$ cat src/verilog/lsu_defs.svh
// load/store unit sizes
`ifndef LSU_DEFS_SVH
`define LSU_DEFS_SVH

// queue geometry, one slot always kept spare
`define LSQ_DEPTH 8
`define LSQ_BITS  3

`define ROB_BITS 4

// data RAM in 32-bit words
`define RAM_WORDS 256
`define RAM_BITS  8

// config port
`define WAIT_BITS     8
`define CFG_ADDR_BITS 2
`define CFG_WAIT      2'd0
`define CFG_LOADS     2'd1
`define CFG_STORES    2'd2

`endif
$ cat src/verilog/lsu_config_regs.sv
// config and completion counters
`timescale 1ns/10ps
`include "lsu_defs.svh"

module lsu_config_regs (
    input  logic                      clk_in,
    input  logic                      rst_in,
    input  logic                      cfg_write,
    input  logic [`CFG_ADDR_BITS-1:0] cfg_addr,
    input  logic [31:0]               cfg_wdata,
    output logic [31:0]               cfg_rdata,
    input  logic                      result_valid,
    input  logic                      result_is_store,
    output logic [`WAIT_BITS-1:0]     wait_states
);

    logic [31:0] load_count;
    logic [31:0] store_count;

    always_ff @(posedge clk_in) begin
        if (rst_in) begin
            wait_states <= '0;
            load_count  <= 32'h0;
            store_count <= 32'h0;
        end else begin
            if (cfg_write && cfg_addr == `CFG_WAIT) begin
                wait_states <= cfg_wdata[`WAIT_BITS-1:0];
            end
            if (result_valid) begin
                if (result_is_store) begin
                    store_count <= store_count + 1'b1;
                end else begin
                    load_count <= load_count + 1'b1;
                end
            end
        end
    end

    always_comb begin
        case (cfg_addr)
            `CFG_WAIT:   cfg_rdata = {{(32 - `WAIT_BITS){1'b0}}, wait_states};
            `CFG_LOADS:  cfg_rdata = load_count;
            `CFG_STORES: cfg_rdata = store_count;
            default:     cfg_rdata = 32'h0; // unmapped
        endcase
    end

endmodule

$ cat config.mk
export PLATFORM = sky130hd
export DESIGN_NAME = lsu_config_regs
export DESIGN_NICKNAME = d
export VERILOG_FILES = /design/src/verilog/lsu_config_regs.sv
export VERILOG_INCLUDE_DIRS = /design/src /design/src/verilog
export SDC_FILE = /design/constraint.sdc
export NUM_CORES = 1
export LEC_CHECK = 0
export BUFFER_PORTS_ARGS = -buffer_cell sky130_fd_sc_hd__buf_2
export CELL_PAD_IN_SITES_DETAIL_PLACEMENT = 1
export CELL_PAD_IN_SITES_GLOBAL_PLACEMENT = 1
export CORE_ASPECT_RATIO = 0.75
export CORE_MARGIN = 1
export CORE_UTILIZATION = 36
export DETAILED_ROUTE_END_ITERATION = 8
export PLACE_DENSITY = 0.74
export SLEW_MARGIN = 40
export SYNTH_ARGS = -nofsm -noshare
export SYNTH_HDL_FRONTEND = slang
export SYNTH_SLANG_ARGS = --single-unit
$ cat constraint.sdc
create_clock -name clk_in -period 2 [get_ports clk_in]
set_input_delay 0.2 -clock clk_in [delete_from_list [all_inputs] [get_ports clk_in]]
set_output_delay 0.2 -clock clk_in [all_outputs]
set_load 0.02 [all_outputs]
Word-level counts from Yosys, hierarchy flattened
Cells that the tools add are included.
{ "classes": {"n_addsub": 2, "eq_ne": 2, "n_mux": 1, "bitwise": 1, "n_reduce_logical": 4} }
{ "op_table": {"columns": ["cell", "count"], "rows": [
  ["$pmux W32 S3", 1],
  ["$add A32 B1 Y32 const B", 2],
  ["$reduce_and A2 Y1", 2],
  ["$eq A2 B1 Y1 const B", 1],
  ["$eq A2 B2 Y1 const B", 1],
  ["$logic_not A2 Y1", 1],
  ["$logic_and A1 B1 Y1", 1],
  ["$not A1 Y1", 1]
]} }
{ "word_totals": {"regBits": 72, "input_bits": 39, "word_cells": 13} }

Depth between registers and ports, before layout
{ "logic_depth": {"word_depth": 2, "depth_mapped": 7} }

Worst setup path after synthesis
No wires, ideal clock.
{ "synth_timing": {"kind": "register -> register", "start": "register store_count[0]", "end": "register store_count[26]", "setup_ps": 70, "t_arrival_ps": 1878, "required_ps": 1930, "path_slack_ps": 52, "stages_incl_launch_ff": 7, "cell_sequence": "dfxtp_1 -> ha_1 -> nand3_2 -> or4_4 -> buf_6 -> or4_1 -> a21oi_1"} }
{ "synth_between": {"elab_chain_len": 1} }
{ "synth_rtl": {"columns": ["item", "line", "source"], "rows": [
  ["from (decl)", "lsu_config_regs.sv:18", "logic [31:0] store_count;"],
  ["from (signal assigned)", "lsu_config_regs.sv:31", "store_count <= store_count + 1'b1;"],
  ["$add A32 B1 Y32", "lsu_config_regs.sv:31", null]
]} }
Every way passes these cells.
A chain may end at the register's enable or synchronous reset.

Worst setup path in the final report
{ "layout_timing": {"start": "register store_count[0]", "end": "register store_count[16]"} }
Same word-level chain as after synthesis.

==> qor.csv <==
metric;value;unit
ys_ff_latch;72;
gp_congestion;0.781;
ys_seq_area_share;39.0;%
slowest_delay;640;ps
grt_pass1_vias;3817;
fmax;508;MHz
rsz0062_at_grt;true;
cap_violations;0;
die_height;89.8;um
tightest_slew;553;ps
synth_nets;478;
hold_path_class;in2reg;
cts.sinks;72;
die_w;119;um
dp_hpwl;7.94;mm
cp_cell_sequence;ha_1 -> nand3_2 -> or4_4 -> or4_1 -> a21oi_1;
detail-route-antenna-nets;0;
reg2regPathDepth;5;
viasPerCell;5.69;
path_buf_inv;0;
critical_path_class;reg2reg;
r2r-start;store_count[0];
p_leak;1.77;nW
core-area;9810;um2
ys_types;33;
fin_crit_sh;98.4;%
power.total;3.53;mW
cts_tree;yes;
min_to;wait_states[5];
min_path_cells;3;
preCtsSetupSlack;-6.53;ps
fillers;1202;
period_minus_slack;1970;ps
grt_pass1_wl;19.1;mm
initial_core_util;37.7;%
skew;8.41;ps
syn_area_per_cell;8.46;um2
grt_max_degree;49;
cts_inserted_buffers;9;
io_buffers;54;
drt_iter0_drc;234;
antennaDiodeCount;0;
min_from;cfg_wdata[5];
crit_fanout;22;
ctsHtreeMaxLevel;3;
post-route-util;48.2;%
peakVddDrop;0.367;mV
slew_headroom;63.2;%
dr.pass1.iters;4;
status;completed;
ys.flop_type;dfxtp_1;
drc;0;
antenna_found_initial;0;
track_usage;22.4;%
worstPathArrival;2240;ps
register_area;1440;um2
crit_path_start_kind;flip-flop;
design_area;4730;um2
r2r_slack;30;ps
path_delay_family;simple AND/OR/NAND/NOR gates;
ctsLongestPathBuffers;2;
area_growth;28.1;%
ios;79;
wl;11.6;mm
drive_gt1_share;24.6;%
end_kind;flip-flop;
wl_per_cell;17.7;um
cp.required;2270;ps
clkTransAtPathRegs;60;ps
clock_latency;340;ps
root_buffer;clkbuf_16;
dr_total_vias;3715;
nets;557;
grt.overflow.total;0;
synth_edf_count;0;
setup_violations;0;
synthCells;437;
rows;31;
postPlaceCellArea;4340;um2
r2r-end;store_count[16];
async_flop_share;0;%
slowest_stage;or4_4;
syn-cell-area;3700;um2
layout_common_cells;dfxtp_1 (70), buf_2 (54), buf_4 (45);
powerDensity;745;nW/um2
finalWorstSetupSlack;31.4;ps
slew_violations;0;
final_common_cell;dfxtp_1;
ys_warn_count;0;
hold_viol;0;
die-area;10700;um2
multiInputGateArea;2110;um2
==> area by class of cell <==
| cell class | count | share of cell area [%] |
|---|---|---|
| clock buffer | 11 | 5.34 |
| sequential | 72 | 30.5 |
| timing repair buffer | 100 | 13.3 |
| multi-input combinational | 324 | 44.5 |
| clock inverter | 5 | 2.17 |
| tap | 132 | 3.49 |
| inverter | 9 | 0.714 |
==> repair_timing <==
action,CTS,global route
buffers inserted,0,3
pin swaps,2,1
hold buffers,0,0
endpoints found under the setup margin,7,17
gates resized for setup,3,2
==> worst max-delay path by stage <==
| stage | start | to | depth (start not counted) |
|---|---|---|---|
| after floorplan | store_count[0] | store_count[26] | 6 |
| after global placement | store_count[0] | store_count[26] | 5 |
| after detailed placement | store_count[0] | store_count[26] | 5 |
| after CTS | load_count[1] | load_count[18] | 6 |
| after global routing | store_count[1] | store_count[16] | 5 |
| final | store_count[0] | store_count[16] | 5 |
==> metrics by stage <==
step | instances | hold slack (ps) | setup TNS [ps]
final | 653 | 97.9 | 0
after global routing | 653 | 124 | -520
after CTS | 650 | 92.2 | 0
after detailed placement | 634 | 443 | -6.53
after global placement | 634 | 432 | 0
after floorplan | 437 | 348 | 0
==> Yosys cell counts, types with 2 or more instances <==
master	number	area, um2
a21oi_1	42	210
nand4_1	17	106
a22o_1	24	210
and4_1	11	96.3
xor2_1	12	105
xnor2_1	7	61.3
nand3_1	15	75.1
nand2_1	31	116
buf_2	2	10.0
and2_1	4	25.0
and3_1	3	18.8
inv_1	9	33.8
or4_1	28	210
nor2b_1	5	31.3
nor3_1	3	15.0
dfxtp_1	72	1440
and4b_1	2	20.0
nor2_1	30	113
o31ai_1	28	210
o21ai_0	21	105
mux2i_1	17	170
or3_1	13	81.3
clkbuf_1	27	101
ha_1	2	25.0
mux2_2	2	22.5
buf_1	2	7.51
nor3b_1	2	15.0
==> flip-flops by register name, summed over array words and instances (netlist names) <==
register / cells
wait_states: 8
store_count: 32
load_count: 32
==> where the power goes <==
group          internal, mW  switching, mW
Combinational        0.0533         0.0934
Clock                  1.28          0.642
Sequential             1.45        0.00883
==> worst register-to-register path, stage by stage, from the launching register on <==
cell and delay (ps):
dfxtp_2 340, ha_1 160, nand3_2 70, or4_4 640, or4_1 550, a21oi_1 150
==> cell families (layout without fill, tap and decap cells) <==
group | count (synthesis) | count (layout) | synth area share, %
multiplexers | 19 | 19 | 5.21
AND/OR/NAND/NOR | 169 | 169 | 26.3
adder cells (fa/ha/maj) | 2 | 2 | 0.677
flip-flops | 72 | 72 | 39.0
XOR/XNOR | 19 | 19 | 4.50
buffers and inverters | 41 | 125 | 4.43
AO/OA/AOI/OAI | 115 | 115 | 19.9
==> metal layers <==
layer  vias to the layer above  routed length (um)  GRT usage (%)
met5                         -                   0              0
met4                         0                 103           5.91
met3                        11                 499           4.82
met2                        82                5690           39.2
met1                      1825                5260           27.7
li1                       1797                   -              -
Note: power is estimated with default switching activity, not from simulation.
