===== config.mk =====
export PLATFORM = sky130hd
export DESIGN_NAME = load_store_queue
export DESIGN_NICKNAME = d
export VERILOG_FILES = /design/src/verilog/lsu_pkg.sv /design/src/verilog/load_store_queue.sv
export VERILOG_INCLUDE_DIRS = /design/src /design/src/verilog
export SDC_FILE = /design/constraint.sdc
export NUM_CORES = 2
export LEC_CHECK = 0
export ABC_AREA = 0
export ABC_CLOCK_PERIOD_IN_PS = 9400
export BUFFER_PORTS_ARGS = -buffer_cell sky130_fd_sc_hd__buf_4
export CAP_MARGIN = 15
export CORE_MARGIN = 5
export CORE_UTILIZATION = 55
export CTS_BUF_LIST = sky130_fd_sc_hd__clkbuf_8
export CTS_CLUSTER_SIZE = 24
export DETAILED_ROUTE_END_ITERATION = 16
export HOLD_SLACK_MARGIN = 0.03
export PLACE_DENSITY = 0.78
export SETUP_SLACK_MARGIN = 0.3
export SKIP_LAST_GASP = 1
export SLEW_MARGIN = 10
export SYNTH_ARGS = -nofsm -noshare
export SYNTH_HDL_FRONTEND = slang
export SYNTH_SLANG_ARGS = --single-unit

===== constraint.sdc =====
create_clock -name clk_in -period 9.4 [get_ports clk_in]
set_input_delay 1.88 -clock clk_in [delete_from_list [all_inputs] [get_ports clk_in]]
set_output_delay 1.88 -clock clk_in [all_outputs]
set_load 0.01 [all_outputs]

===== src/verilog/lsu_defs.svh =====
// load/store unit sizes
`ifndef LSU_DEFS_SVH
`define LSU_DEFS_SVH

// queue geometry, one slot always kept spare
`define LSQ_DEPTH 8
`define LSQ_BITS  3

`define ROB_BITS 4

// data RAM in 32-bit words
`define RAM_WORDS 256
`define RAM_BITS  8

// config port
`define WAIT_BITS     8
`define CFG_ADDR_BITS 2
`define CFG_WAIT      2'd0
`define CFG_LOADS     2'd1
`define CFG_STORES    2'd2

`endif

===== src/verilog/lsu_pkg.sv =====
// load/store unit types
`include "lsu_defs.svh"

package lsu_pkg;

    // direction of a memory access
    typedef enum logic {
        MEM_LOAD  = 1'b0,
        MEM_STORE = 1'b1
    } mem_op_e;

    // funct3 coding of lb/lh/lw/lbu/lhu and sb/sh/sw
    typedef enum logic [2:0] {
        MW_BYTE   = 3'b000,
        MW_HALF   = 3'b001,
        MW_WORD   = 3'b010,
        MW_BYTE_U = 3'b100,
        MW_HALF_U = 3'b101
    } mem_width_e;

    typedef logic [`ROB_BITS-1:0] rob_tag_t;

endpackage


===== src/verilog/load_store_queue.sv =====
// circular load/store queue
`timescale 1ns/10ps
`include "lsu_defs.svh"

module load_store_queue (
    input  logic                clk_in,
    input  logic                rst_in,
    // dispatch
    input  logic                issue_valid,
    input  lsu_pkg::mem_op_e    issue_op,
    input  lsu_pkg::mem_width_e issue_width,
    input  logic [31:0]         issue_imm,
    input  logic [31:0]         issue_base,
    input  logic [31:0]         issue_data,
    input  logic                issue_base_pending,
    input  logic                issue_data_pending,
    input  lsu_pkg::rob_tag_t   issue_base_tag,
    input  lsu_pkg::rob_tag_t   issue_data_tag,
    input  lsu_pkg::rob_tag_t   issue_dest_tag,
    output logic                full,
    // common data bus
    input  logic                cdb_valid,
    input  lsu_pkg::rob_tag_t   cdb_tag,
    input  logic [31:0]         cdb_value,
    // reorder buffer
    input  logic                commit_valid,
    input  lsu_pkg::rob_tag_t   commit_tag,
    input  logic                flush,
    // memory port, four-phase requester
    output logic                mem_req,
    output lsu_pkg::mem_op_e    mem_op,
    output lsu_pkg::mem_width_e mem_width,
    output logic [31:0]         mem_addr,
    output logic [31:0]         mem_wdata,
    input  logic                mem_ack,
    input  logic [31:0]         mem_rdata,
    // completion
    output logic                result_valid,
    output logic                result_is_store,
    output lsu_pkg::rob_tag_t   result_tag,
    output logic [31:0]         result_value
);

    localparam logic [1:0] HS_IDLE = 2'd0;
    localparam logic [1:0] HS_REQ  = 2'd1; // req up, waiting for ack
    localparam logic [1:0] HS_DROP = 2'd2; // req down, waiting for ack to fall

    // per-entry storage
    lsu_pkg::mem_op_e    e_op        [`LSQ_DEPTH];
    lsu_pkg::mem_width_e e_width     [`LSQ_DEPTH];
    logic [31:0]         e_imm       [`LSQ_DEPTH];
    logic [31:0]         e_base      [`LSQ_DEPTH];
    logic [31:0]         e_data      [`LSQ_DEPTH];
    logic                e_base_pend [`LSQ_DEPTH];
    logic                e_data_pend [`LSQ_DEPTH];
    lsu_pkg::rob_tag_t   e_base_tag  [`LSQ_DEPTH];
    lsu_pkg::rob_tag_t   e_data_tag  [`LSQ_DEPTH];
    lsu_pkg::rob_tag_t   e_dest_tag  [`LSQ_DEPTH];

    logic [`LSQ_BITS-1:0] head;
    logic [`LSQ_BITS-1:0] tail;
    logic [`LSQ_BITS-1:0] count;
    logic                 empty;
    logic [1:0]           hs_state;
    logic                 inflight_load;  // cleared by flush to drop the result
    lsu_pkg::rob_tag_t    inflight_tag;

    logic issue_we;
    logic head_is_store;
    logic head_ready;
    logic port_free;
    logic can_start;
    logic store_done;
    logic load_done;
    logic load_wake;

    // operand matches a broadcast this cycle
    function automatic logic tag_match(input lsu_pkg::rob_tag_t tag);
        tag_match = (cdb_valid && cdb_tag == tag) || (load_wake && result_tag == tag);
    endfunction

    function automatic logic [31:0] wake_value(input lsu_pkg::rob_tag_t tag);
        wake_value = (cdb_valid && cdb_tag == tag) ? cdb_value : result_value;
    endfunction

    assign count = tail - head;
    assign empty = (head == tail);
    assign full  = (count == `LSQ_DEPTH - 1);

    assign issue_we  = issue_valid && !full && !flush;
    assign load_wake = result_valid && !result_is_store;

    assign head_is_store = (e_op[head] == lsu_pkg::MEM_STORE);
    // stores wait for the rob, loads only for operands
    assign head_ready = !empty && !e_base_pend[head] && !e_data_pend[head] &&
                        (!head_is_store || (commit_valid && commit_tag == e_dest_tag[head]));
    assign port_free  = (hs_state == HS_IDLE) || (hs_state == HS_DROP && !mem_ack);
    assign can_start  = head_ready && port_free && !flush;

    assign store_done = can_start && head_is_store;
    assign load_done  = (hs_state == HS_REQ) && mem_ack && inflight_load && !flush;

    // pointers and handshake
    always_ff @(posedge clk_in) begin
        if (rst_in) begin
            head          <= '0;
            tail          <= '0;
            hs_state      <= HS_IDLE;
            mem_req       <= 1'b0;
            inflight_load <= 1'b0;
            result_valid  <= 1'b0;
        end else begin
            result_valid <= store_done || load_done;

            case (hs_state)
                HS_REQ: begin
                    if (mem_ack) begin
                        mem_req  <= 1'b0;
                        hs_state <= HS_DROP;
                    end
                end
                HS_DROP: begin
                    if (!mem_ack) begin
                        hs_state <= HS_IDLE;
                    end
                end
                default: hs_state <= HS_IDLE;
            endcase

            if (can_start) begin
                mem_req       <= 1'b1;
                hs_state      <= HS_REQ;
                inflight_load <= !head_is_store;
                head          <= head + 1'b1;
            end

            if (flush) begin
                head          <= '0;
                tail          <= '0;
                inflight_load <= 1'b0; // open access finishes silently
            end else if (issue_we) begin
                tail <= tail + 1'b1;
            end
        end
    end

    // entry payload, wakeup and access fields
    always_ff @(posedge clk_in) begin
        for (int i = 0; i < `LSQ_DEPTH; i++) begin
            if (e_base_pend[i] && tag_match(e_base_tag[i])) begin
                e_base[i]      <= wake_value(e_base_tag[i]);
                e_base_pend[i] <= 1'b0;
            end
            if (e_data_pend[i] && tag_match(e_data_tag[i])) begin
                e_data[i]      <= wake_value(e_data_tag[i]);
                e_data_pend[i] <= 1'b0;
            end
        end

        if (issue_we) begin
            e_op[tail]       <= issue_op;
            e_width[tail]    <= issue_width;
            e_imm[tail]      <= issue_imm;
            e_base_tag[tail] <= issue_base_tag;
            e_data_tag[tail] <= issue_data_tag;
            e_dest_tag[tail] <= issue_dest_tag;
            // catch a broadcast landing in the issue cycle
            if (issue_base_pending && tag_match(issue_base_tag)) begin
                e_base[tail]      <= wake_value(issue_base_tag);
                e_base_pend[tail] <= 1'b0;
            end else begin
                e_base[tail]      <= issue_base;
                e_base_pend[tail] <= issue_base_pending;
            end
            if (issue_data_pending && tag_match(issue_data_tag)) begin
                e_data[tail]      <= wake_value(issue_data_tag);
                e_data_pend[tail] <= 1'b0;
            end else begin
                e_data[tail]      <= issue_data;
                e_data_pend[tail] <= issue_data_pending;
            end
        end

        if (can_start) begin
            mem_op       <= e_op[head];
            mem_width    <= e_width[head];
            mem_addr     <= e_base[head] + e_imm[head];
            mem_wdata    <= e_data[head];
            inflight_tag <= e_dest_tag[head];
        end

        if (store_done) begin
            result_is_store <= 1'b1;        // commit ack, no data
            result_tag      <= e_dest_tag[head];
            result_value    <= 32'h0;
        end else if (load_done) begin
            result_is_store <= 1'b0;
            result_tag      <= inflight_tag;
            result_value    <= mem_rdata;
        end
    end

endmodule


; ---- Yosys cells after proc, flatten, opt, wreduce, memory -nomap -nowiden
; Memories as Yosys holds them, arrays and structs flattened. A register that Yosys moved wholly into a read port is not among the register bits.
; Index checks and enable logic that the tools add are counted.
[word_totals]
reg_bits = 85
ramBits = 912
inputBits = 193
out_inout_bits = 108
elab_cells = 271
mem_count = 10
[op_classes]
add_sub_neg = 4
n_eq_ne = 45
muxes = 89
bitwise = 4
n_reduce_logical = 106
[memory_table]
columns = memory, words, word_bits, rd, rd_clocked_by_memory_dff, write_ports, line
row1 = e_base, 8, 32, 1, 1, 9, load_store_queue.sv:52  ; logic [31:0] e_base [`LSQ_DEPTH];
row2 = e_data, 8, 32, 1, 1, 9, load_store_queue.sv:53  ; logic [31:0] e_data [`LSQ_DEPTH];
row3 = e_imm, 8, 32, 1, 1, 1, load_store_queue.sv:51  ; logic [31:0] e_imm [`LSQ_DEPTH];
row4 = e_base_tag, 8, 4, 8, 0, 1, load_store_queue.sv:56  ; lsu_pkg::rob_tag_t e_base_tag [`LSQ_DEPTH];
row5 = e_data_tag, 8, 4, 8, 0, 1, load_store_queue.sv:57  ; lsu_pkg::rob_tag_t e_data_tag [`LSQ_DEPTH];
row6 = e_dest_tag, 8, 4, 1, 1, 1, load_store_queue.sv:58  ; lsu_pkg::rob_tag_t e_dest_tag [`LSQ_DEPTH];
row7 = 4 more memories, -, -, -, -, -, -
[ops]
columns = op, count
row1 = $mux W32, 20
row2 = $eq A4 B4 Y1, 37
row3 = $logic_and A1 B1 Y1, 68
row4 = $mux W1, 52
row5 = $mux W3, 12
row6 = $add A32 B32 Y32, 1
row7 = $logic_or A1 B1 Y1, 21
row8 = $logic_not A1 Y1, 8
row9 = $mux W4, 2
row10 = $add A3 B1 Y3 const B, 2
row11 = $ne A3 B3 Y1 const B, 2
row12 = $reduce_and A2 Y1, 3
row13 = $reduce_bool A2 Y1, 3
row14 = $mux W2, 2
row15 = $ne A2 B2 Y1 const B, 2
row16 = $or A1 B1 Y1, 4
row17 = $pmux W2 S2, 1
row18 = $reduce_or A2 Y1, 2
row19 = $eq A3 B3 Y1, 1
row20 = $eq A3 B3 Y1 const B, 1
row21 = $sub A3 B3 Y3, 1
row22 = $eq A2 B1 Y1 const B, 1
row23 = $eq A2 B2 Y1 const B, 1
row24 = $logic_not A2 Y1, 1

; ---- Logic depth before layout (Yosys ltp)
[logic_depth]
word_depth = 9
mapped_depth = 15
ltp_nobuf = 12

; ---- Worst setup path after synthesis
; Ideal clock, no wire load.
[synth_path]
path_type = in2reg
start = input port issue_valid
end = memory e_data[6][22] (data pin)
setup_ns = 0.340
t_arrival_ns = 4.431
t_required_ns = 9.060
setup_slack_ns = 4.628
path_stages = 8
path_buffers = 2
cell_sequence = o21ai_1 > nand2b_1 > nor2_1 > nand3_1 > inv_2 > buf_2 > clkbuf_1 > a21oi_1
[synth_rtl]
columns = item, line
row1 = "start, declared", load_store_queue.sv:9  ; input logic issue_valid,
row2 = "end, declared", load_store_queue.sv:53

==> summary.md <==
| Metric | Value |
|---|---|
| Core Rows | `115` |
| Comb pwr share | `6.4%` |
| Cell depth of the worst hold path | `2` |
| Most common cell after layout, fill and taps aside | `edfxtp_1` |
| DIE HEIGHT | `324.2 um` |
| Nets | `between 4k and 5k` |
| Crit path time final | `5066 ps` |
| Cell-internal power | `7.125 mW` |
| Clock skew | `49.33 ps` |
| # Post-CTS Setup Buffers | `0` |
| Clk pwr share | `39.2%` |
| Switching share of total power | `23.76%` |
| Die width | `324.2 um` |
| Clk sink count | `1035` |
| # port buffers | `300` |
| CP Capture Type | `flip-flop` |
| Vias | `35.66k` |
| Total Power | `9.345 mW` |
| Synth warnings | `0` |
| R2R depth | `12` |
| Worst-skew pair later-pin latency | `around 870 ps` |
| Max-Cap Viols | `0` |
| Leakage power | `22.13 nW` |
| Cell variety after synth | `62` |
| Yosys reg bits | `1035` |
| Total wire length | `158700 um` |
| Sequential area share after synthesis | `around 56%` |
| Peak supply drop | `129.9 uV` |
| Main synth FF type | `edfxtp_1` |
| Setup ws final | `4334 ps` |
| Syn_area_per_cell | `13.90 um^2` |
| Pin slew with the least headroom to its limit | `1255 ps` |
| Root Buffer | `clkbuf_8` |
| Post-route ant nets | `0` |
| Reg power frac | `54.5%` |
| Drt first pass iters | `7` |
| Critical Path Fanout Max | `90` |
| First-pass GRT wire length | `around 230000 um` |
| CTS buffer count | `172` |
| Dpl ws | `3885 ps` |
| Total GRT Usage | `29.93%` |
| Psw | `2.220 mW` |
| Final-report setup violation count | `0` |
| Iteration-0 DRC Markers | `4385` |
| CP Launch Type | `flip-flop` |
| Total grt overflow | `0` |
| CTS Hold Bufs | `0` |
| Initial core utilization | `about 55%` |
| Power per Cell Area | `154.0 nW/um^2` |
| Syn Nets | `4136` |
| Number of global-route vias before repair | `35.68k` |
| Die area | `105100 um^2` |
| CP arrival | `5670 ps` |
| Max clock buf depth | `3` |
| Largest net degree at the start of global routing | `approximately 130` |
| Reg clk slew, reported paths | `about 70 ps` |
| Fmax | `~200 MHz` |
| Top Ports | `301` |
| Period Utilization, post-route | `53.89%` |
| H-Tree Depth | `4` |
| Layout cells sized above 1 | `between 30% and 40%` |
| HPWL after DPL | `between 90000 and 100000 um` |
| Async SR Flop Fraction | `0%` |
| Result of the run | `finished, final reports clean` |
| Post-CTS sizing | `0` |
| HP Class | `reg2reg` |
| Syn Inst Count | `3906` |
| Area growth syn-to-layout | `11.76%` |
| Routed WL per cell | `roughly 29 um` |
| Vias per cell | `6.469` |
| Fin. Hold Viols | `0` |
| RSZ-0062 raised after global routing | `false` |
| Setup Crit Path Kind | `reg2reg` |
| Critical Path RT | `10000 ps` |
| Number of flops mapped to enable cells by yosys | `988` |
| Fillers | `7324` |
| Final TNS setup | `0 ps` |
| Final Slew Violations | `0` |
| Mapped Area | `54300 um^2` |
| Slew HR | `16.00%` |
| Core area | `just under 100000 um^2` |
| CTS tree | `built` |
| Most frequent cells in the layout | `edfxtp_1, mux2i_1, mux2_2` |
| Final Wtd Congestion | `0.8227` |
| Antenna violations before repair | `8` |
| DR DRC count | `0` |
[path summary, 6_finish.rpt]
| check | startpoint | slack [ps] | to |
|---|---|---|---|
| hold reg to reg | mem_req | 450 | mem_req |
| hold / removal | mem_req | 450 | mem_req |
| setup reg to reg | flip-flop | 4330 | mem_addr[19] |
| setup / recovery | flip-flop | 4330 | mem_addr[19] |
[flip-flops by register name, indices dropped and copies added (netlist names), 8 cells and up, named ones only]
register / cells
e_op: 8
mem_wdata: 32
mem_addr: 32
e_base: 256
e_width: 24
e_data_tag: 32
e_dest_tag: 32
e_data: 256
e_base_pend: 8
e_imm: 256
e_base_tag: 32
e_data_pend: 8
result_value: 32
[area by class of cell]
cell class	instances	area [um^2]	area share [%]
clock inverters	124	609.3	1.004
inverters	29	116.4	0.1917
clock buffers	179	2464	4.060
flip-flops and latches	1035	30630	50.47
well taps	1287	1610	2.654
repair buffers	398	3038	5.006
diodes	7	17.52	0.02887
multi-input cells	2453	22200	36.58
[stage by stage]
step	hold slack (ps)	utilization, %	cells	area [um^2]
3_5_place_dp	443.6	58.69	5202	57590
4_1_cts	451.7	61.82	5505	60670
3_3_place_gp	442.6	58.69	5202	57590
6_report	451.9	61.84	5512	60680
5_1_grt	463.8	61.83	5509	60680
2_1_floorplan	444.9	-	3906	54300
[cells in the mapped netlist, types with 5 or more instances]
| library cell | n | share of area (%) |
|---|---|---|
| a211oi_1 | 67 | 0.93 |
| a21o_1 | 24 | 0.33 |
| a21oi_1 | 139 | 1.3 |
| buf_1 | 60 | 0.41 |
| buf_2 | 54 | 0.50 |
| buf_4 | 10 | 0.14 |
| clkbuf_1 | 261 | 1.8 |
| dfxtp_1 | 47 | 1.7 |
| edfxtp_1 | 988 | 55 |
| ha_1 | 35 | 0.81 |
| inv_1 | 27 | 0.19 |
| mux2_2 | 419 | 8.7 |
| mux2i_1 | 427 | 7.9 |
| mux2i_2 | 29 | 0.74 |
| mux4_2 | 209 | 8.7 |
| nand2_1 | 382 | 2.6 |
| nand2b_1 | 8 | 0.092 |
| nand3_1 | 25 | 0.23 |
| nand4_1 | 6 | 0.069 |
| nor2_1 | 45 | 0.31 |
| nor2b_1 | 70 | 0.81 |
| nor3_1 | 22 | 0.20 |
| nor4_1 | 7 | 0.081 |
| nor4_2 | 11 | 0.25 |
| o211ai_1 | 5 | 0.069 |
| o21ai_0 | 273 | 2.5 |
| o21ai_1 | 24 | 0.22 |
| or3_1 | 5 | 0.058 |
| xnor2_1 | 91 | 1.5 |
| xor2_1 | 87 | 1.4 |
[metal layers]
layer / vias to the layer above / track usage [%] / share of wire [%]
met5: - / 0 / 0.0063
met4: 2 / 11.13 / 3.6
met3: 379 / 6.166 / 11
met2: 2228 / 47.82 / 47
met1: 17810 / 41.16 / 38
li1: 15240 / - / -
[critical path, stage by stage, from the launching register on]
cell      delay (ps)
dfxtp_4          500
buf_12           510
mux4_2           590
mux2i_1          380
inv_1            110
ha_1             310
a21oi_1          290
o211ai_1         210
and4_1           240
a211oi_1         850
o21ai_0          350
a21oi_1          240
xnor2_1           80
[kinds of logic after synthesis]
logic type / synth area share [%]
flip-flops: 56.37
adder cells (fa/ha/maj): 0.8802
XOR/XNOR: 2.901
AND/OR/NAND/NOR: 5.000
buffers and inverters: 3.138
AO/OA/AOI/OAI: 5.715
multiplexers: 25.99
[power groups by stage]
stage | Combinational [mW] | Sequential, mW | Clock (mW)
detailed placement | 0.583 | 5.19 | 0
CTS | 0.586 | 5.09 | 3.71
finish | 0.594 | 5.09 | 3.66
global placement | 0.573 | 5.18 | 0
global route | 0.627 | 5.09 | 3.93
floorplan | 0.346 | 5.18 | 0
No activity file was read; power rests on OpenSTA's default activity.
