## src/verilog/lsu_defs.svh

```systemverilog
// load/store unit sizes
`ifndef LSU_DEFS_SVH
`define LSU_DEFS_SVH

// queue geometry, one slot always kept spare
`define LSQ_DEPTH 8
`define LSQ_BITS  3

`define ROB_BITS 4

// data RAM in 32-bit words
`define RAM_WORDS 256
`define RAM_BITS  8

// config port
`define WAIT_BITS     8
`define CFG_ADDR_BITS 2
`define CFG_WAIT      2'd0
`define CFG_LOADS     2'd1
`define CFG_STORES    2'd2

`endif
```

## src/verilog/lsu_pkg.sv

```systemverilog
// load/store unit types
`include "lsu_defs.svh"

package lsu_pkg;

    // direction of a memory access
    typedef enum logic {
        MEM_LOAD  = 1'b0,
        MEM_STORE = 1'b1
    } mem_op_e;

    // funct3 coding of lb/lh/lw/lbu/lhu and sb/sh/sw
    typedef enum logic [2:0] {
        MW_BYTE   = 3'b000,
        MW_HALF   = 3'b001,
        MW_WORD   = 3'b010,
        MW_BYTE_U = 3'b100,
        MW_HALF_U = 3'b101
    } mem_width_e;

    typedef logic [`ROB_BITS-1:0] rob_tag_t;

endpackage

```

## src/verilog/mem_access_port.sv

```systemverilog
// memory access port
`timescale 1ns/10ps
`include "lsu_defs.svh"

module mem_access_port (
    input  logic                 clk_in,
    input  logic                 rst_in,
    // four-phase slave side
    input  logic                 mem_req,
    input  lsu_pkg::mem_op_e     mem_op,
    input  lsu_pkg::mem_width_e  mem_width,
    input  logic [31:0]          mem_addr,
    input  logic [31:0]          mem_wdata,
    output logic                 mem_ack,
    output logic [31:0]          mem_rdata,
    // word RAM
    output logic                 ram_en,
    output logic                 ram_we,
    output logic [`RAM_BITS-1:0] ram_addr,
    output logic [3:0]           ram_be,
    output logic [31:0]          ram_wdata,
    input  logic [31:0]          ram_rdata,
    input  logic                 ram_ready
);

    localparam logic [1:0] P_IDLE = 2'd0;
    localparam logic [1:0] P_WAIT = 2'd1; // RAM access running
    localparam logic [1:0] P_ACK  = 2'd2; // ack up until req falls

    logic [1:0]  state;
    logic [4:0]  lane_shift;
    logic [3:0]  store_be;
    logic [31:0] lane_data;
    logic [31:0] load_ext;

    // request fields stay stable for the whole handshake
    assign lane_shift = {mem_addr[1:0], 3'b000};
    assign lane_data  = ram_rdata >> lane_shift;

    always_comb begin
        case (mem_width)
            lsu_pkg::MW_BYTE,
            lsu_pkg::MW_BYTE_U: store_be = 4'b0001 << mem_addr[1:0];
            lsu_pkg::MW_HALF,
            lsu_pkg::MW_HALF_U: store_be = 4'b0011 << {mem_addr[1], 1'b0};
            default:            store_be = 4'b1111;
        endcase
    end

    // lane select then extend
    always_comb begin
        case (mem_width)
            lsu_pkg::MW_BYTE:   load_ext = {{24{lane_data[7]}}, lane_data[7:0]};
            lsu_pkg::MW_BYTE_U: load_ext = {24'h0, lane_data[7:0]};
            lsu_pkg::MW_HALF:   load_ext = {{16{lane_data[15]}}, lane_data[15:0]};
            lsu_pkg::MW_HALF_U: load_ext = {16'h0, lane_data[15:0]};
            default:            load_ext = ram_rdata;
        endcase
    end

    always_ff @(posedge clk_in) begin
        if (rst_in) begin
            state   <= P_IDLE;
            mem_ack <= 1'b0;
            ram_en  <= 1'b0;
        end else begin
            ram_en <= 1'b0; // single-cycle pulse
            case (state)
                P_IDLE: begin
                    if (mem_req) begin
                        ram_en <= 1'b1;
                        state  <= P_WAIT;
                    end
                end
                P_WAIT: begin
                    if (ram_ready) begin
                        mem_ack <= 1'b1;
                        state   <= P_ACK;
                    end
                end
                P_ACK: begin
                    if (!mem_req) begin
                        mem_ack <= 1'b0;
                        state   <= P_IDLE;
                    end
                end
                default: state <= P_IDLE;
            endcase
        end
    end

    always_ff @(posedge clk_in) begin
        if (state == P_IDLE && mem_req) begin
            ram_we    <= (mem_op == lsu_pkg::MEM_STORE);
            ram_addr  <= mem_addr[`RAM_BITS+1:2];
            ram_be    <= store_be;
            ram_wdata <= mem_wdata << lane_shift; // move to byte lane
        end
        if (state == P_WAIT && ram_ready) begin
            mem_rdata <= load_ext;
        end
    end

endmodule

```

## config.mk

```make
export PLATFORM = sky130hd
export DESIGN_NAME = mem_access_port
export DESIGN_NICKNAME = d
export VERILOG_FILES = /design/src/verilog/lsu_pkg.sv /design/src/verilog/mem_access_port.sv
export VERILOG_INCLUDE_DIRS = /design/src /design/src/verilog
export SDC_FILE = /design/constraint.sdc
export NUM_CORES = 1
export LEC_CHECK = 0
export BUFFER_PORTS_ARGS = -buffer_cell sky130_fd_sc_hd__buf_4
export CORE_MARGIN = 3
export CORE_UTILIZATION = 46
export CTS_BUF_LIST = sky130_fd_sc_hd__clkbuf_16
export CTS_CLUSTER_SIZE = 30
export DETAILED_ROUTE_END_ITERATION = 8
export PLACE_DENSITY = 0.85
export SLEW_MARGIN = 20
export SYNTH_ARGS = -nofsm -noshare
export SYNTH_HDL_FRONTEND = slang
export SYNTH_SLANG_ARGS = --single-unit
```

## constraint.sdc

```tcl
create_clock -name clk_in -period 5.8 [get_ports clk_in]
set_clock_uncertainty 0.2 [all_clocks]
set_input_delay 0.29 -clock clk_in [delete_from_list [all_inputs] [get_ports clk_in]]
set_output_delay 0.29 -clock clk_in [all_outputs]
set_load 0.005 [all_outputs]
```

# After elaboration in Yosys (flattened, before gate mapping)
# Index checks and enable logic that the tools add are counted.
# op_classes
eq_ne,8
shift,4
mux,10
bitwise_logic,1
reduce_logical,10
# ops
operator,count
$pmux W32 S4,1
$shl A32 B5 Y32,1
$shr A32 B5 Y16,1
$pmux W4 S2,1
$eq A3 B3 Y1 const B,2
$mux W2,3
$ne A2 B2 Y1 const B,3
$pmux W2 S3,1
$reduce_and A3 Y1,2
$reduce_or A2 Y1,3
$shl A1 B2 Y4 const A,1
$shl A2 B2 Y4 const A,1
$eq A3 B1 Y1 const B,1
$logic_not A3 Y1,1
$mux W1,3
$eq A2 B1 Y1 const B,1
$eq A2 B2 Y1 const B,1
$logic_and A1 B1 Y1,2
$logic_not A2 Y1,1
$pmux W1 S2,1
$reduce_bool A2 Y1,1
$not A1 Y1,1
# totals
regBits,81
out_inout_bits,79
elab_cells,41

# Logic depth before layout (Yosys ltp)
# Gate-level depths: netlist of the first run.
# logic_depth
word_depth,3
mapped_depth,7
mapped_depth_nobuf,4

# Worst setup path after synthesis of the first run
# No wires, ideal clock.
# synth_path
path_type,register to register
startpoint,register state[0]
endpoint,register ram_addr[0] (enable)
arrival_ps,3717
required_time_ps,5086
setup_slack_ps,1369
path_stages_with_launch,2
n_path_buf,0
cell_sequence,dfxtp_1 nor3b_1
# synth_between
elab_chain_len,2
# synth_rtl
item,line,source
start: declaration,mem_access_port.sv:30,logic [1:0] state;
start signal: assignment,mem_access_port.sv:63,state <= P_IDLE;
start signal: assignment,mem_access_port.sv:72,state <= P_WAIT;
start signal: assignment,mem_access_port.sv:78,state <= P_ACK;
$logic_not A2 Y1,mem_access_port.sv:93,if (state == P_IDLE && mem_req) begin
$logic_and A1 B1 Y1,mem_access_port.sv:93,
end signal: assignment,mem_access_port.sv:95,ram_addr <= mem_addr[`RAM_BITS+1:2];
end: declaration,mem_access_port.sv:19,"output logic [`RAM_BITS-1:0] ram_addr,"
# Every way passes these cells.
# A chain may end at the register's enable or synchronous reset.

# Final worst setup path of the first run
# layout_path
startpoint,input port mem_addr[0]
endpoint,register mem_rdata[26] (data pin)
# layout_between
elab_chain_len,2
# layout_rtl
item,line,source
start: declaration,mem_access_port.sv:12,"input logic [31:0] mem_addr,"
$shr A32 B5 Y16,mem_access_port.sv:38,assign lane_data = ram_rdata >> lane_shift;
$pmux W32 S4,mem_access_port.sv:52,case (mem_width)
via load_ext[26],mem_access_port.sv:34,logic [31:0] load_ext;
end signal: assignment,mem_access_port.sv:100,mem_rdata <= load_ext;
end: declaration,mem_access_port.sv:15,"output logic [31:0] mem_rdata,"
# The timed path passes the listed nets, and every way through them passes these cells.

==> results.py, run 1 <==
metrics = {
    "timing": {
        "final.setup.tns_ns": 0,
        "final_min_period_over_clock_period_pct": 40.4,
        "fin_worst_hold_slack_ns": 0.0515,
        "period_minus_slack_ns": 2.35,
        "final_hold_vio_count": 0,
        "grt_setup_unrepaired": "false",
        "finalMaxSlewViolations": 0,
        "worst_max_slew_pin_slew_ns": 0.756,
        "final-setup-viol-count": 0,
        "timing_limited_maximum_frequency_mhz": 426,
        "max-slew-margin-rel_pct": 49.6,
    },
    "detailed_routing": {
        "drt-total-wl_um": 10400,
        "routed_wire_length_per_instance_um": 17.8,
        "via_per_inst": 5.43,
        "drt_drc_violations_left": 0,
        "num_vias": 3176,
        "antenna_violating_nets_post_route": 0,
        "firstDrtPassIters": 4,
        "1st_iter_drt_viols": 182,
    },
    "die": {
        "rows": 32,
        "core_region_area_um2": 7890,
        "die_y_um": 97.0,
        "floorplan.initialDensity_pct": 48.3,
        "fp.dieArea_um2": 9410,
        "die_w_um": 97.0,
        "boundary_pin_count": 183,
    },
    "power": {
        "vdd_drop_max_mv": 0.179,
        "power_leakage_nw": 2.37,
        "power-per-cell-area_nw_per_um2": 277,
    },
    "synthesis": {
        "edff_count_synth": 77,
        "postSynth.asyncResetShare_pct": 0,
        "synth_cells": 314,
        "synth-seq-area-share_pct": 62.8,
        "synth_area_leader_cell": "edfxtp_1",
        "top_area_cells_in_the_synthesized_netlist": "edfxtp_1 (61%), mux2i_1 (7.1%), nand2_1 (5.2%)",
        "synthDominantCellAreaShare_pct": 60.7,
        "synth_nets": 418,
        "ys_dominant_reg_cell": "edfxtp_1",
        "synthesized_area_divided_by_synthesized_cell_count_um2": 12.1,
        "ys_types": 37,
        "ys_top_cells_by_count": "edfxtp_1 (77), nand2_1 (53), mux2i_1 (27)",
        "yosys_register_bits": 81,
        "synthesis.area_um2": 3810,
        "most_common_cell_in_the_synthesized_netlist": "edfxtp_1",
        "synth.yosys.warnings": 0,
    },
    "worst_setup_path": {
        "startpoint_type": "input port",
        "regToRegStartpoint": "state[0]$_SDFFE_PP0P_",
        "critical_path_peak_fanout": 57,
        "cp-startpoint": "mem_addr[0]",
        "crit_type": "in2reg",
        "worst_r2r_path_depth": 2,
        "reg2reg_slack_ns": 4.15,
        "critPathCapture": "mem_rdata[26]$_DFFE_PP_",
        "cp_required_ns": 5.64,
        "worst_reg2reg_endpoint": "ram_wdata[30]$_DFFE_PP_",
        "critPathCaptureType": "flip-flop",
        "timing.critical_path.arrival_ns": 2.18,
    },
    "final_layout": {
        "layout_cell_share_with_drive_strength_beyond_1_pct": 39.3,
        "finish.net_count": 582,
        "fillers": 556,
        "postLayoutCoreUtil_pct": 69.3,
        "flow.area_growth_from_synthesis_pct": 43.6,
        "antenna_cells": 0,
    },
    "placed_design": {
        "place.port_buffers": 160,
        "routabilityCongestion": 0.824,
        "detailedPlacementHpwl_um": 7110,
    },
    "global_routing": {
        "remaining_global_route_overflow": 0,
        "grt_usage_pct": 21.3,
        "antenna_found_initial": 0,
        "via_count_of_the_first_global_routing_pass": 3133,
        "grt_pass1_wl_um": 16000,
        "largest_net_degree_at_the_start_of_global_routing": 58,
    },
    "clock_network": {
        "clock_latency_ns": 0.32,
        "clkSlewWorstSetupHoldPaths_ns": 0.06,
        "cts.hold.buffers_added": 10,
        "ctsLongestPathBuffers": 2,
        "clock_tree.root_cell": "clkbuf_16",
        "clkSinkCount": 81,
        "cts_setup_buffers": 0,
        "tritoncts.num_buffers": 9,
        "htree_levels": 3,
        "cts_tree": "yes",
        "ctsResizeCount": 0,
    },
    "outcome": {
        "outcome": "complete, no violations",
    },
    "run": {
        "max_cap_viol_count": 0,
    },
    "hold_path": {
        "hold_class": "in2reg",
    },
}
-- per-layer routing --
layer | vias up | track usage [%] | share of wire (%)
li1 | 1490 | - | -
met1 | 1516 | 25.8 | 38
met2 | 146 | 36.7 | 51
met3 | 24 | 5.05 | 7.2
met4 | 0 | 8.42 | 2.9
met5 | - | 0 | 0
-- worst min path at each step --
stage               depth (start not counted)                       to  slack [ns]            startpoint
floorplan                                   1     mem_ack$_SDFFE_PP0P_        0.16                rst_in
global placement                            2     mem_ack$_SDFFE_PP0P_        0.27  mem_ack$_SDFFE_PP0P_
detailed placement                          1    ram_addr[4]$_DFFE_PP_        0.27           mem_addr[6]
CTS                                         3   mem_rdata[2]$_DFFE_PP_        0.04          ram_rdata[2]
global route                                2  mem_rdata[12]$_DFFE_PP_        0.06         ram_rdata[12]
finish                                      3   mem_rdata[2]$_DFFE_PP_        0.05          ram_rdata[2]
-- metrics by stage --
step	total power, W	cell area [um2]	instances	worst slack [ns]
after floorplan	0.000807	3810	314	1.37
after global placement	0.000916	5050	559	3.28
after detailed placement	0.000925	5050	559	3.17
after CTS	0.00152	5470	585	3.51
after global routing	0.00157	5470	585	3.33
final	0.00151	5470	585	3.45
-- cell usage in the layout, fill, tap and decap left out, drive strengths merged, types with 4 or more instances in the layout --
cell	n
a21o	5
inv	7
dfxtp	4
o31ai	5
clkbuf	9
edfxtp	77
nor2	20
dlygate4sd3	10
nand2	53
and2	8
a221oi	4
a211oi	11
o21ai	21
nor2b	10
mux2i	27
a21oi	17
mux2	7
buf	163
-- cell type report --
| class | count | area (um2) | share of cell area [%] |
|---|---|---|---|
| inverter | 6 | 22.5 | 0.412 |
| timing repair buffer | 173 | 1320 | 24.2 |
| clock inverter | 7 | 87.6 | 1.60 |
| clock buffer | 9 | 225 | 4.12 |
| multi-input combinational | 207 | 1290 | 23.6 |
| tap | 102 | 128 | 2.33 |
| sequential | 81 | 2390 | 43.8 |
-- registers in the layout, summed over array words and instances, names as in the netlist --
| name | cells |
|---|---|
| mem_ack | 1 |
| state | 2 |
| ram_we | 1 |
| mem_rdata | 32 |
| ram_en | 1 |
| ram_addr | 8 |
| ram_wdata | 32 |
| ram_be | 4 |
-- where the power goes --
| group | internal (W) | switching, W |
|---|---|---|
| Sequential | 0.000686 | 0.0000121 |
| Clock | 0.000373 | 0.000221 |
| Combinational | 0.000114 | 0.000107 |
| Total | 0.00117 | 0.000341 |
-- worst max-delay path, stage by stage --
cell	delay, ns
buf_4	0.58
mux2i_1	0.41
nor3_2	0.11
o311ai_4	0.63
nand2_1	0.14
-- kinds of logic (layout without fill, tap and decap cells) --
| family | count (synthesis) | after routing | synth area share [%] |
|---|---|---|---|
| AOI/OAI and AO/OA | 71 | 71 | 12.4 |
| muxes | 34 | 34 | 9.17 |
| and+or+nand+nor | 102 | 102 | 12.1 |
| buffers and inverters | 26 | 195 | 3.48 |
| DFF | 81 | 81 | 62.8 |
Note: power is estimated with default switching activity, not from simulation.
==> run 2, diff against run 1 <==
clock period = 2.45 ns   (was 5.8 ns; I/O delays follow)
==> run 2 against run 1 <==
Against the previous run: critical endpoint is now ram_wdata[21]$_DFFE_PP_; final cell count rose by 12%; clock power rose by 130%; largest cell class unchanged; hold slack worse by 0.050 ns; count of clock-buffer cells in the layout did not move; die area is the same; cell area is 13% higher; via count grew 14%; wire length up 24%; largest power group unchanged.
==> results.py, run 2 (synthesis gave the netlist of run 1 again) <==
metrics = {
    "clock_network": {
        "htree_levels": 3,
        "clock_latency_ns": 0.32,
        "cts_tree": "yes",
        "ctsResizeCount": 0,
        "clkSlewWorstSetupHoldPaths_ns": 0.07,
        "clkSinkCount": 81,
        "clock_tree.root_cell": "clkbuf_16",
        "tritoncts.num_buffers": 9,
        "ctsLongestPathBuffers": 2,
        "cts_setup_buffers": 0,
    },
    "worst_setup_path": {
        "critPathSlowestCell": "dlygate4sd3_1",
        "timing.critical_path.arrival_ns": 2.14,
        "crit_type": "in2reg",
        "path_buf_inv": 4,
        "max_stage_delay_ns": 0.60,
        "critPathCaptureType": "flip-flop",
        "critPathMostFrequentCell": "buf_4",
        "startpoint_type": "input port",
        "worstPathCellList": "buf_4, buf_4, nor2b_1, buf_4, nand2_1, o21ai_0, dlygate4sd3_1",
        "critical_path_peak_fanout": 24,
        "cp_top_family": "buffers and inverters",
        "cp_required_ns": 2.44,
    },
    "power": {
        "vdd_drop_max_mv": 0.461,
        "power-per-cell-area_nw_per_um2": 598,
        "power_leakage_nw": 2.67,
        "power.total_w": 0.00368,
    },
    "timing": {
        "finalMaxSlewViolations": 0,
        "timing_limited_maximum_frequency_mhz": 464,
        "worst_slack_ns": 0.294,
        "grt_setup_unrepaired": "false",
        "max-slew-margin-rel_pct": 51.5,
        "period_minus_slack_ns": 2.16,
        "worst_max_slew_pin_slew_ns": 0.723,
        "final_min_period_over_clock_period_pct": 88.0,
        "final.setup.tns_ns": 0,
        "final_hold_vio_count": 0,
        "fin_worst_hold_slack_ns": 0.00130,
        "final-setup-viol-count": 0,
    },
    "die": {
        "fp.dieArea_um2": 9410,
        "die_w_um": 97.0,
        "rows": 32,
        "floorplan.initialDensity_pct": 48.3,
        "core_region_area_um2": 7890,
        "die_y_um": 97.0,
        "boundary_pin_count": 183,
    },
    "placed_design": {
        "place.port_buffers": 160,
        "routabilityCongestion": 0.781,
        "detailedPlacementHpwl_um": 7520,
        "dpl_worst_slack_ns": 0.431,
    },
    "final_layout": {
        "layout_cell_share_with_drive_strength_beyond_1_pct": 35.6,
        "most-common-layout-cells": "buf_4 (168), edfxtp_1 (77), dlygate4sd3_1 (75), nand2_1 (53), mux2i_1 (27)",
        "finish.net_count": 652,
        "layout.cells.most_common": "buf_4",
        "top_regs": "mem_rdata x32, ram_wdata x32, ram_addr x8",
        "flow.area_growth_from_synthesis_pct": 61.7,
        "postLayoutCoreUtil_pct": 78.1,
    },
    "global_routing": {
        "remaining_global_route_overflow": 0,
        "via_count_of_the_first_global_routing_pass": 3859,
        "antenna_found_initial": 0,
        "largest_net_degree_at_the_start_of_global_routing": 43,
        "grt_usage_pct": 27.2,
        "grt_pass1_wl_um": 20200,
    },
    "detailed_routing": {
        "drt_drc_violations_left": 0,
        "num_vias": 3633,
        "routed_wire_length_per_instance_um": 19.6,
        "via_per_inst": 5.54,
        "drt-total-wl_um": 12900,
        "1st_iter_drt_viols": 240,
        "antenna_violating_nets_post_route": 0,
        "firstDrtPassIters": 5,
    },
    "outcome": {
        "outcome": "complete, no violations",
    },
    "hold_path": {
        "hold_class": "in2reg",
    },
    "run": {
        "max_cap_viol_count": 0,
    },
}
## run 2: changes by cell type in the layout (fill, tap and decap cells not counted)
cell,previous run,this run
bufinv_16,2,1
diode_2,0,1
clkinv_4,1,4
nor3b_2,1,0
inv_8,0,1
clkinvlp_4,1,0
dlygate4sd3_1,10,75
nor3b_4,0,1
buf_4,163,168
inv_1,7,5
## run 2: power breakdown
part | internal [W] | switching (W)
sequential | 0.00162 | 0.0000320
combinational | 0.000354 | 0.000300
clock | 0.000801 | 0.000569
total | 0.00278 | 0.000901
## run 2: timing repair
item                                    4_1_cts  5_1_grt
hold buffers                                 75        0
endpoints found under the setup margin        0        0
endpoints found under the hold margin        74        0
## run 2: layout make-up
cell class / count / area (um2)
well taps: 102 / 128
clock buffers: 9 / 225
flip-flops and latches: 81 / 2390
repair buffers: 243 / 2010
inverters: 6 / 22.5
multi-input cells: 207 / 1290
diodes: 1 / 2.50
fillers: 432 / 1730
clock inverters: 7 / 80.1
## run 2: worst paths after layout
path	start	end	slack, ns	cells after the start
setup / recovery	mem_addr[0]	ram_wdata[21]$_DFFE_PP_	0.29	7
hold / removal	mem_wdata[8]	ram_wdata[16]$_DFFE_PP_	0.001	3
setup reg to reg	state[1]$_SDFFE_PP0P_	mem_ack$_SDFFE_PP0P_	0.78	4
hold reg to reg	state[1]$_SDFFE_PP0P_	state[0]$_SDFFE_PP0P_	0.38	1
## run 2: layer usage
| metal | share of wire [%] | routed length [um] | track usage, % |
|---|---|---|---|
| met3 | 6.4 | 824 | 5.77 |
| met4 | 4.7 | 606 | 15.0 |
| met1 | 35 | 4550 | 30.2 |
| met5 | 0 | 0 | 0 |
| met2 | 53 | 6870 | 48.3 |
## run 2: worst min-delay path: stages
cell and delay [ns]:
buf_4 0.09, mux2i_1 0.06, o21ai_0 0.15
## run 2: metrics by stage
stage	std cells	cell area, um2
2_1_floorplan	314	3820
3_3_place_gp	564	5100
3_5_place_dp	564	5100
4_1_cts	655	6150
5_1_grt	655	6150
6_report	656	6160
==> run 3, diff against run 2 <==
clock period = 2 ns   (was 2.45 ns; I/O delays follow)
==> run 3 against run 2 <==
Against the previous run: via count rose by 0.74%; cell area rose by 1.9%; count of clock-buffer cells in the layout did not move; wire length fell by 2.6%; worst setup slack got worse by 0.23 ns; clock power rose by 19%; combinational power rose by 26%; sequential share of layout area fell by 0.70 points; critical endpoint is now mem_rdata[1]$_DFFE_PP_.
==> results.py, run 3 (synthesis gave the netlist of run 1 again) <==
metrics = {
    "timing": {
        "timing_limited_maximum_frequency_mhz": 515,
        "final.setup.tns_ns": 0,
        "worst_max_slew_pin_slew_ns": 0.736,
        "finalMaxSlewViolations": 0,
        "max-slew-margin-rel_pct": 50.6,
        "final_hold_vio_count": 0,
        "period_minus_slack_ns": 1.94,
        "grt_setup_unrepaired": "false",
        "final_min_period_over_clock_period_pct": 97.1,
        "worst_slack_ns": 0.0589,
        "final-setup-viol-count": 0,
    },
    "worst_setup_path": {
        "path_buf_inv": 3,
        "worst_r2r_path_depth": 4,
        "timing.critical_path.arrival_ns": 1.83,
        "startpoint_type": "input port",
        "regToRegStartpoint": "state[1]$_SDFFE_PP0P_",
        "max_stage_delay_ns": 0.60,
        "worstPathCellList": "dlygate4sd3_1, buf_4, mux2i_2, nor2_1, a21oi_1, o21ai_0, dlygate4sd3_1",
        "critPathMostFrequentCell": "dlygate4sd3_1",
        "crit_type": "in2reg",
        "critPathSlowestCell": "dlygate4sd3_1",
        "worst_reg2reg_endpoint": "state[1]$_SDFFE_PP0P_",
        "critPathCaptureType": "flip-flop",
        "reg2reg_slack_ns": 0.47,
        "critical_path_peak_fanout": 3,
        "cp_required_ns": 1.88,
        "cp_top_family": "buffers and inverters",
    },
    "die": {
        "die_y_um": 97.0,
        "floorplan.initialDensity_pct": 48.3,
        "boundary_pin_count": 183,
        "fp.dieArea_um2": 9410,
        "rows": 32,
        "die_w_um": 97.0,
        "core_region_area_um2": 7890,
    },
    "final_layout": {
        "final_area_um2": 6280,
        "fillers": 430,
        "postLayoutCoreUtil_pct": 79.6,
        "layout.cells.most_common": "buf_4",
        "fin_cells": 666,
        "layout_cell_share_with_drive_strength_beyond_1_pct": 36.2,
        "top_regs": "mem_rdata x32, ram_wdata x32, ram_addr x8",
        "most-common-layout-cells": "buf_4 (169), dlygate4sd3_1 (82), edfxtp_1 (77), nand2_1 (53), mux2i_1 (26)",
        "finish.net_count": 662,
        "flow.area_growth_from_synthesis_pct": 64.8,
    },
    "hold_path": {
        "origin_of_the_worst_min_delay_path": "ram_rdata[15]",
        "min_path_cells": 3,
        "hold_class": "in2reg",
        "worstHoldEndpoint": "mem_rdata[15]$_DFFE_PP_",
    },
    "detailed_routing": {
        "routed_wire_length_per_instance_um": 18.8,
        "drt_drc_violations_left": 0,
        "antenna_violating_nets_post_route": 0,
        "1st_iter_drt_viols": 227,
        "firstDrtPassIters": 4,
        "num_vias": 3660,
        "drt-total-wl_um": 12500,
        "via_per_inst": 5.50,
    },
    "global_routing": {
        "remaining_global_route_overflow": 0,
        "grt_pass1_wl_um": 20000,
        "antenna_found_initial": 1,
        "largest_net_degree_at_the_start_of_global_routing": 47,
        "grt_usage_pct": 26.9,
        "via_count_of_the_first_global_routing_pass": 3837,
    },
    "power": {
        "power-per-cell-area_nw_per_um2": 713,
        "vdd_drop_max_mv": 0.683,
        "power_leakage_nw": 2.71,
    },
    "run": {
        "max_cap_viol_count": 0,
    },
    "clock_network": {
        "clock_tree.root_cell": "clkbuf_16",
        "clkSinkCount": 81,
        "htree_levels": 3,
        "clock_latency_ns": 0.33,
        "cts_tree": "yes",
        "tritoncts.num_buffers": 9,
        "cts_setup_buffers": 0,
        "ctsLongestPathBuffers": 2,
        "clkSlewWorstSetupHoldPaths_ns": 0.07,
    },
    "placed_design": {
        "dpl_worst_slack_ns": 0.208,
        "postPlaceCellArea_um2": 5150,
        "detailedPlacementHpwl_um": 7490,
        "placed_cells": 567,
        "routabilityCongestion": 0.814,
        "place.port_buffers": 160,
    },
    "outcome": {
        "outcome": "complete, no violations",
    },
}
[run 3: worst min-delay path, delay by kind of cell]
kind                   cells  cell delay [ns]
buffers and inverters      1             0.10
AND/OR/NAND/NOR            1             0.10
AO/OA/AOI/OAI              1             0.13
[run 3: repair_timing]
item                       CTS  global route
gates resized for setup      0             3
setup endpoints to repair    0             4
hold endpoints to repair    78             0
hold buffers                84             0
[run 3: routing by layer]
metal | vias to the layer above | track usage [%] | part of all wire (%)
met1 | 1761 | 30.7 | 36
met3 | 55 | 5.19 | 6.6
met2 | 197 | 47.4 | 52
met4 | 0 | 14.5 | 5.2
li1 | 1647 | - | -
met5 | - | 0 | 0
[run 3: cell type report]
| cell class | count | area [um2] | area share (%) |
|---|---|---|---|
| Antenna cell | 1 | 2.50 | 0.0399 |
| Clock buffer | 9 | 225 | 3.59 |
| Clock inverter | 7 | 71.3 | 1.14 |
| Inverter | 6 | 22.5 | 0.359 |
| Multi-Input combinational cell | 207 | 1300 | 20.8 |
| Sequential cell | 81 | 2390 | 38.2 |
| Tap cell | 102 | 128 | 2.03 |
| Timing Repair Buffer | 253 | 2130 | 33.9 |
[run 3: worst max-delay path by stage]
stage | start | end | slack [ns] | cells after the start
floorplan | state[1]$_SDFFE_PP0P_ | ram_addr[0]$_DFFE_PP_ | -0.17 | 1
global placement | mem_addr[0] | mem_rdata[19]$_DFFE_PP_ | 0.27 | 6
detailed placement | mem_addr[0] | mem_rdata[18]$_DFFE_PP_ | 0.21 | 6
CTS | ram_rdata[27] | mem_rdata[3]$_DFFE_PP_ | 0.11 | 7
global route | ram_rdata[25] | mem_rdata[1]$_DFFE_PP_ | 0.007 | 7
finish | ram_rdata[25] | mem_rdata[1]$_DFFE_PP_ | 0.06 | 7
[run 3: stage by stage]
stage	power, W	hold WS, ns
after floorplan	0.00234	-0.0350
after global placement	0.00268	0.0783
after detailed placement	0.00271	0.0795
after CTS	0.00446	0.00327
after global routing	0.00463	0.0279
final	0.00448	0.0119
[run 3: power by group]
group / total [W] / leakage [nW] / switching, W / internal [W]
Combinational: 0.000824 / 1.80 / 0.000369 / 0.000454
Clock: 0.00163 / 0.143 / 0.000659 / 0.000966
Sequential: 0.00203 / 0.765 / 0.0000374 / 0.00199
Total: 0.00448 / 2.71 / 0.00107 / 0.00341
